--- src/dsp_pkg.sv ---
package dsp_pkg;

	// one sample lane of an adc or dac word
	localparam int SAMPLE_W = 16;

	// lanes per word on each side of the converters
	localparam int ADC_LANES = 4;
	localparam int DAC_LANES = 16;
	// dac lanes skipped per adc lane when undersampling
	localparam int US_RATIO = DAC_LANES / ADC_LANES;

	// converter counts, fixed by the baseband mux wiring
	localparam int N_ADC = 2;
	localparam int N_DAC = 4;

	// accumulated result, x in the upper half
	localparam int ACC_W = 64;

	typedef logic [ADC_LANES*SAMPLE_W-1:0] adc_word_t;
	typedef logic [DAC_LANES*SAMPLE_W-1:0] dac_word_t;
	typedef logic [ACC_W-1:0] acc_data_t;
	typedef logic [31:0] shot_cnt_t;
	typedef logic [1:0] mix_sel_t;

	// baseband source codes
	localparam mix_sel_t MIX_ADC = 2'd0;
	localparam mix_sel_t MIX_DAC_A = 2'd1;
	localparam mix_sel_t MIX_DAC_B = 2'd2;

	// neighbouring states differ in one bit where the flow allows
	typedef enum logic [2:0] {
		IDLE = 3'b000,
		START = 3'b001,
		PROC_RUN = 3'b011,
		ELEM_BUSY = 3'b010,
		MORE_SHOT = 3'b110,
		SHOT_ADD = 3'b111,
		DONE = 3'b101
	} seq_state_t;

endpackage

--- src/shot_sequencer.sv ---
module shot_sequencer import dsp_pkg::*; #(
	parameter int n_proc = 4
) (
	input logic dspif,
	input logic rst,
	input logic stb_start,
	input shot_cnt_t nshot,
	input logic [n_proc-1:0] proc_done,
	input logic [n_proc-1:0] no_busy,
	output logic [n_proc-1:0] proc_reset,
	output logic last_shot_done,
	output shot_cnt_t shot_cnt
);

	seq_state_t state;
	seq_state_t next_state;
	// target latched while idle
	shot_cnt_t nshot_q;
	// running count and its increment, one stage ahead
	shot_cnt_t cnt;
	shot_cnt_t cnt_inc;
	logic more_shot;
	logic proc_done_r;
	logic no_busy_r;
	// single-bit core reset before fan-out
	logic core_rst;
	logic done;

	// all cores must agree, registered to cut the and-tree
	always_ff @(posedge dspif) begin
		if (rst) begin
			proc_done_r <= 1'b0;
			no_busy_r <= 1'b0;
		end else begin
			proc_done_r <= &proc_done;
			no_busy_r <= &no_busy;
		end
	end

	always_ff @(posedge dspif) begin
		if (state == IDLE) begin
			nshot_q <= nshot;
		end
	end

	// compare settled long before MORE_SHOT is reached
	// nshot of 0 means run until rst
	always_ff @(posedge dspif) begin
		cnt_inc <= cnt + shot_cnt_t'(1);
		more_shot <= (cnt_inc != nshot_q) || (nshot_q == '0);
	end

	always_ff @(posedge dspif) begin
		if (rst) begin
			state <= IDLE;
		end else begin
			state <= next_state;
		end
	end

	always_comb begin
		next_state = state;
		case (state)
			IDLE: next_state = stb_start ? START : IDLE;
			START: next_state = PROC_RUN;
			PROC_RUN: next_state = proc_done_r ? ELEM_BUSY : PROC_RUN;
			ELEM_BUSY: next_state = no_busy_r ? MORE_SHOT : ELEM_BUSY;
			MORE_SHOT: next_state = more_shot ? SHOT_ADD : DONE;
			SHOT_ADD: next_state = START;
			DONE: next_state = IDLE;
			default: next_state = IDLE;
		endcase
	end

	// outputs follow the state being entered
	always_ff @(posedge dspif) begin
		if (rst) begin
			cnt <= '0;
			shot_cnt <= '0;
			core_rst <= 1'b1;
			done <= 1'b0;
		end else begin
			done <= (next_state == DONE);
			// cores run only in START and PROC_RUN
			core_rst <= !(next_state inside {START, PROC_RUN});
			case (next_state)
				IDLE, DONE: cnt <= '0;
				SHOT_ADD: begin
					cnt <= cnt_inc;
					shot_cnt <= cnt_inc;
				end
				default: cnt <= cnt;
			endcase
			// fresh experiment starts counting from zero
			if (state == IDLE && stb_start) begin
				shot_cnt <= '0;
			end
		end
	end

	// second stage toward the cores
	always_ff @(posedge dspif) begin
		if (rst) begin
			proc_reset <= '1;
		end else begin
			proc_reset <= {n_proc{core_rst}};
		end
	end

	// level until the next start, start wins a tie
	always_ff @(posedge dspif) begin
		if (rst || stb_start) begin
			last_shot_done <= 1'b0;
		end else if (done) begin
			last_shot_done <= 1'b1;
		end
	end

	// cores stay held while the machine waits for a start
	a_idle_in_reset: assert property (
		@(posedge dspif) disable iff (rst)
		(state == IDLE) |-> (proc_reset == '1)
	);

endmodule

--- src/mix_select.sv ---
module mix_select import dsp_pkg::*; (
	input logic dspif,
	input logic rst,
	input adc_word_t adc [0:N_ADC-1],
	input dac_word_t dac [0:N_DAC-1],
	input mix_sel_t mix_bb1_sel,
	input mix_sel_t mix_bb2_sel,
	output adc_word_t mix_bb1,
	output adc_word_t mix_bb2
);

	adc_word_t adc_q [0:N_ADC-1];
	// dac words cut down to adc lane count
	adc_word_t dac_us [0:N_DAC-1];

	// one source mux, shared by both basebands
	function automatic adc_word_t pick(
		input mix_sel_t sel,
		input adc_word_t a,
		input adc_word_t d0,
		input adc_word_t d1,
		input adc_word_t prev
	);
		case (sel)
			MIX_ADC: pick = a;
			MIX_DAC_A: pick = d0;
			MIX_DAC_B: pick = d1;
			// code 3 keeps the last sample
			default: pick = prev;
		endcase
	endfunction

	// first stage, raw adc and every US_RATIO-th dac lane
	always_ff @(posedge dspif) begin
		adc_q <= adc;
		for (int i = 0; i < N_DAC; i++) begin
			for (int j = 0; j < ADC_LANES; j++) begin
				dac_us[i][j*SAMPLE_W +: SAMPLE_W] <=
					dac[i][j*US_RATIO*SAMPLE_W +: SAMPLE_W];
			end
		end
	end

	// second stage, selected baseband
	always_ff @(posedge dspif) begin
		if (rst) begin
			mix_bb1 <= '0;
			mix_bb2 <= '0;
		end else begin
			// bb1 pairs with dac 0 and 1
			mix_bb1 <= pick(mix_bb1_sel, adc_q[0], dac_us[0], dac_us[1], mix_bb1);
			// bb2 pairs with dac 2 and 3
			mix_bb2 <= pick(mix_bb2_sel, adc_q[1], dac_us[2], dac_us[3], mix_bb2);
		end
	end

endmodule

--- src/acc_writer.sv ---
module acc_writer import dsp_pkg::*; #(
	parameter int n_dlo = 4,
	parameter int acc_addr_w = 4
) (
	input logic dspif,
	input logic rst,
	input logic reset_acc,
	input acc_data_t acc_x_y [0:n_dlo-1],
	input logic [n_dlo-1:0] acc_valid,
	output acc_data_t data_accbuf [0:n_dlo-1],
	output logic [acc_addr_w-1:0] addr_accbuf [0:n_dlo-1],
	output logic [n_dlo-1:0] we_accbuf,
	output logic [n_dlo-1:0] meas_bit,
	output logic [n_dlo-1:0] meas_valid
);

	// pointer clear request, one stage late
	logic reset_acc_q;

	always_ff @(posedge dspif) begin
		if (rst) begin
			reset_acc_q <= 1'b0;
		end else begin
			reset_acc_q <= reset_acc;
		end
	end

	for (genvar i = 0; i < n_dlo; i++) begin : g_chan
		// pointer parks on the last location
		logic lock_last;

		assign lock_last = &addr_accbuf[i];

		// result and strobe toward buffer
		always_ff @(posedge dspif) begin
			data_accbuf[i] <= acc_x_y[i];
		end

		always_ff @(posedge dspif) begin
			if (rst) begin
				we_accbuf[i] <= 1'b0;
				addr_accbuf[i] <= '0;
				meas_valid[i] <= 1'b0;
			end else begin
				we_accbuf[i] <= acc_valid[i];
				// clear beats advance
				if (reset_acc_q) begin
					addr_accbuf[i] <= '0;
				end else if (we_accbuf[i] && !lock_last) begin
					addr_accbuf[i] <= addr_accbuf[i] + 1'b1;
				end
				meas_valid[i] <= we_accbuf[i];
			end
		end

		// threshold on the x sign, same cycle as the pointer step
		always_ff @(posedge dspif) begin
			meas_bit[i] <= data_accbuf[i][ACC_W-1];
		end

		// a parked pointer only wraps through a clear
		a_no_wrap: assert property (
			@(posedge dspif) disable iff (rst)
			($past(addr_accbuf[i]) == '1 && addr_accbuf[i] == '0 && !$past(rst))
				|-> $past(reset_acc_q)
		);
	end

endmodule

--- src/dsp_top.sv ---
module dsp_top import dsp_pkg::*; #(
	parameter int n_proc = 4,
	parameter int n_dlo = 4,
	parameter int acc_addr_w = 4
) (
	input logic dspif,
	input logic rst,
	// experiment control and core status
	input logic stb_start,
	input shot_cnt_t nshot,
	input logic [n_proc-1:0] proc_done,
	input logic [n_proc-1:0] no_busy,
	output logic [n_proc-1:0] proc_reset,
	output logic last_shot_done,
	output shot_cnt_t shot_cnt,
	// converter words and baseband selects
	input adc_word_t adc [0:N_ADC-1],
	input dac_word_t dac [0:N_DAC-1],
	input mix_sel_t mix_bb1_sel,
	input mix_sel_t mix_bb2_sel,
	output adc_word_t mix_bb1,
	output adc_word_t mix_bb2,
	// accumulator results toward buffer and feedback
	input logic reset_acc,
	input acc_data_t acc_x_y [0:n_dlo-1],
	input logic [n_dlo-1:0] acc_valid,
	output acc_data_t data_accbuf [0:n_dlo-1],
	output logic [acc_addr_w-1:0] addr_accbuf [0:n_dlo-1],
	output logic [n_dlo-1:0] we_accbuf,
	output logic [n_dlo-1:0] meas_bit,
	output logic [n_dlo-1:0] meas_valid
);

	// multi-shot control
	shot_sequencer #(
		.n_proc(n_proc)
	) shot_sequencer_i (
		.dspif(dspif),
		.rst(rst),
		.stb_start(stb_start),
		.nshot(nshot),
		.proc_done(proc_done),
		.no_busy(no_busy),
		.proc_reset(proc_reset),
		.last_shot_done(last_shot_done),
		.shot_cnt(shot_cnt)
	);

	// baseband sources
	mix_select mix_select_i (
		.dspif(dspif),
		.rst(rst),
		.adc(adc),
		.dac(dac),
		.mix_bb1_sel(mix_bb1_sel),
		.mix_bb2_sel(mix_bb2_sel),
		.mix_bb1(mix_bb1),
		.mix_bb2(mix_bb2)
	);

	// per-channel buffer write and threshold
	acc_writer #(
		.n_dlo(n_dlo),
		.acc_addr_w(acc_addr_w)
	) acc_writer_i (
		.dspif(dspif),
		.rst(rst),
		.reset_acc(reset_acc),
		.acc_x_y(acc_x_y),
		.acc_valid(acc_valid),
		.data_accbuf(data_accbuf),
		.addr_accbuf(addr_accbuf),
		.we_accbuf(we_accbuf),
		.meas_bit(meas_bit),
		.meas_valid(meas_valid)
	);

endmodule

--- config.mk ---
export PLATFORM = sky130hd
export DESIGN_NAME = dsp_top
export DESIGN_NICKNAME = d
export VERILOG_FILES = /design/src/dsp_pkg.sv /design/src/shot_sequencer.sv /design/src/mix_select.sv /design/src/acc_writer.sv /design/src/dsp_top.sv
export SDC_FILE = /design/constraint.sdc
export NUM_CORES = 1
export LEC_CHECK = 0
export BUFFER_PORTS_ARGS = -buffer_cell sky130_fd_sc_hd__buf_4
export CAP_MARGIN = 20
export CORE_AREA = 5 5 735 737
export CTS_CLUSTER_DIAMETER = 50
export DETAILED_ROUTE_END_ITERATION = 16
export DIE_AREA = 0 0 740 742
export GPL_TIMING_DRIVEN = 0
export PLACE_DENSITY = 0.31
export SLEW_MARGIN = 20
export SYNTH_ARGS = -nofsm -noshare
export SYNTH_HDL_FRONTEND = slang
export SYNTH_SLANG_ARGS = --single-unit
--- constraint.sdc ---
create_clock -name dspif -period 8.65 [get_ports dspif]
set_clock_uncertainty 0.05 [all_clocks]
set_input_delay 1.73 -clock dspif [delete_from_list [all_inputs] [get_ports dspif]]
set_output_delay 1.73 -clock dspif [all_outputs]
set_load 0.02 [all_outputs]
==> impl_metrics.ini <==
[global_routing]
overflow = 0
grt_pass1_wl_mm = 330
grt_max_degree = 18
grt_antenna_before_repair = 202
grt_pass1_vias = 24500
grtUsageTotal = 0.0975

[timing]
max_freq_mhz = 242
relSlewSlack = 0.266
finalCriticalPeriod_ns = 4.13
worst_pin_slew_ns = 1.10
finalSetupTns_ns = 0
slew_viol_final = 0
setup_violations = 0
min_period_over_period = 0.477
rsz0062_at_grt = no
finalHoldViolCount = 0

[logic_synthesis]
synth-xor-area-share = 0.0256
syn_area_sq_um = 25600
ys_warn_count = 0
synthArstFlopShare = 0
ys_seq_elements = 935
yosysSeqAreaShare = 0.743
synthCells = 2085
synth_nets = 3556
synth_top_family_by_area = simple AND/OR/NAND/NOR gates
ys.flop_type = dfxtp_1
yosys.area_share.simple = 0.116
synth.avg_cell_area_sq_um = 12.3
synth.distinct_cells = 39
synthMuxAreaShare = 0.000440
synth_edf_count = 32
synth_fa_ha_area_frac = 0.00537
synth-compound-area-share = 0.0885

[setup_path]
required_ns = 9.39
cp_slowest_stage_delay_ns = 0.75
crit_top_cell = clkbuf_2
critPathKind = primary input to flip-flop
worstPathMaxFanout = 11
crit_start = mix_bb2_sel[0]
slowest_stage = nor3_2
crit_path_cell_trace = buf_4, inv_1, ha_1, clkbuf_2, clkbuf_1, clkbuf_2, a221oi_1, nor3_2, a21oi_1, nor2_1
timing.rr.start = shot_sequencer_i.state[1]
crit_arrival_ns = 4.86
start_kind = primary input
end_kind = flip-flop

[flow_run]
max_cap_violations = 0

[floorplanning]
start_util = 0.0482
die_y_microns = 742
die_x_microns = 740
dieArea_sq_um = 549000
rows = 268
num_io_pins = 1909
core-area_sq_um = 532000

[routing]
via_per_inst = 2.15
drtAntennaViolNets = 0
dr.pass1.iters = 5
vias = 22900
wl_per_cell_microns = 26.2
drt-total-wl_mm = 278
drc_errors = 0
dr.first_iter.drc_count = 1068

[clock_tree]
cts_tree = yes
cts.htree.levels = 4
clock_latency_ns = 0.91
cts_buffer_depth = 4
cts_resized = 0
cts_buffers = 185
clkTransAtPathRegs_ns = 0.05
postCtsSetupBuffers = 0
cts.sinks = 935
ctsHoldBuffers = 0
cts_root_buf = clkbuf_16

[worst_hold_path]
holdCritStartpoint = acc_writer_i.data_accbuf[63]
hp-class = flip-flop to flip-flop

[status]
status = finished clean

[place]
globalplace.congestion = 0.929
dp_hpwl_mm = 249
port_buffers = 1140

[power]
ir_worst_vdd_mv = 0.142
p_leak_uw = 0.0188
power_density_nw_per_um2 = 274
finalPower_uw = 13600

[finish]
area_growth_pct = 94.4
drive_gt1_frac = 0.426
nNetsFinal = 4897
==> sequential cells by signal (all words and copies together), names as in the netlist, 3 cells and up <==
| signal | cells |
|---|---|
| acc_writer_i.addr_accbuf | 16 |
| acc_writer_i.data_accbuf | 256 |
| acc_writer_i.meas_bit | 4 |
| acc_writer_i.meas_valid | 4 |
| acc_writer_i.we_accbuf | 4 |
| mix_select_i.adc_q | 128 |
| mix_select_i.dac_us | 256 |
| mix_select_i.mix_bb1 | 64 |
| mix_select_i.mix_bb2 | 64 |
| shot_sequencer_i.cnt | 32 |
| shot_sequencer_i.cnt_inc | 32 |
| shot_sequencer_i.nshot_q | 32 |
| shot_sequencer_i.shot_cnt | 32 |
| shot_sequencer_i.state | 3 |
==> cell usage after synthesis (15+ instances only) <==
| cell | number | share of area |
|---|---|---|
| dfxtp_1 | 903 | 0.71 |
| a21oi_1 | 164 | 0.032 |
| nor2_1 | 154 | 0.023 |
| nor3_1 | 143 | 0.028 |
| nor2b_1 | 139 | 0.034 |
| a221oi_1 | 128 | 0.044 |
| clkbuf_1 | 107 | 0.016 |
| nand2_1 | 86 | 0.013 |
| xnor2_1 | 44 | 0.015 |
| a22o_1 | 32 | 0.011 |
| edfxtp_1 | 32 | 0.038 |
| xor2_1 | 29 | 0.0099 |
| nand3_1 | 28 | 0.0055 |
| nand4_1 | 15 | 0.0037 |
==> layout make-up <==
cell class	instances	area, sq um
Fill cell	61400	482000
Tap cell	7020	8780
Antenna cell	40	100
Clock buffer	216	4920
Buffer	126	512
Multi-Input combinational cell	1013	6130
Inverter	11	41.3
Timing Repair Buffer	1154	8720
Sequential cell	935	19000
Clock inverter	127	1570
==> metrics by stage <==
stage	instances	hold slack, ns	setup slack [ns]	utilization	area (sq um)
after detailed placement	10300	0.370	3.24	0.0813	43200
after floorplan	2085	0.333	5.02	-	25600
after CTS	10600	0.374	4.23	0.0935	49700
after global routing	10600	0.383	4.33	0.0935	49700
after global placement	10200	0.362	1.99	0.0808	43000
final	10600	0.367	4.52	0.0937	49800
==> logic make-up (layout without fill, tap and decap cells) <==
kind of cell,count (synthesis),count (layout)
AO/OA/AOI/OAI,330,330
XOR/XNOR,74,74
adder cells (fa/ha/maj),11,11
buffers and inverters,137,1634
flip-flops,935,935
multiplexers,1,1
other,0,40
AND/OR/NAND/NOR,597,597
==> path summary, 6_finish.rpt <==
path | endpoint | slack, ns | depth (start not counted)
setup / recovery | mix_select_i.mix_bb2[50] | 4.52 | 10
hold / removal | acc_writer_i.meas_bit[3] | 0.37 | 0
setup reg to reg | shot_sequencer_i.cnt[5] | 6.46 | 4
hold reg to reg | acc_writer_i.meas_bit[3] | 0.37 | 0
==> critical path: cells and delay by family <==
kind | cells | cell delay (ns)
and+or+nand+nor | 2 | 0.87
buffers and inverters | 5 | 1.73
AOI/OAI and AO/OA | 2 | 0.20
adders and majority gates | 1 | 0.29
==> power breakdown <==
group | switching, uW | leakage, uW | internal, uW
logic | 896 | 0.00780 | 498
registers | 145 | 0.00787 | 4580
clock network | 2840 | 0.00311 | 4680
total | 3890 | 0.0188 | 9750
==> layout by cell type (no fill, tap or decap), types with 3 or more instances in the layout <==
cell type,netlist,routed
buf_4,4,1153
dfxtp_1,903,903
clkbuf_16,0,185
a21oi_1,164,164
nor2_1,154,154
nor2b_1,139,139
a221oi_1,128,127
nor3_1,143,126
clkbuf_1,107,111
nand2_1,86,86
xnor2_1,44,44
diode_2,0,40
a22o_1,32,32
edfxtp_1,32,32
xor2_1,29,29
nand3_1,28,28
inv_6,0,26
clkinvlp_4,0,23
clkinv_2,0,20
clkinv_4,0,18
nor3_2,0,17
bufinv_16,0,17
clkbuf_8,0,17
nand4_1,15,15
inv_1,11,11
buf_1,11,11
ha_1,11,11
nor4_1,10,10
clkbuf_2,0,10
inv_8,0,9
and3_1,8,8
clkinv_16,0,7
buf_2,3,3
inv_16,0,3
==> per-layer routing <==
layer | up-vias | share of wire | GRT usage
li1 | 10000 | - | -
met1 | 10700 | 0.33 | 0.0911
met2 | 1449 | 0.41 | 0.141
met3 | 582 | 0.22 | 0.103
met4 | 142 | 0.038 | 0.0330
met5 | - | 0.0033 | 0
(Power assumes the default switching activity.)
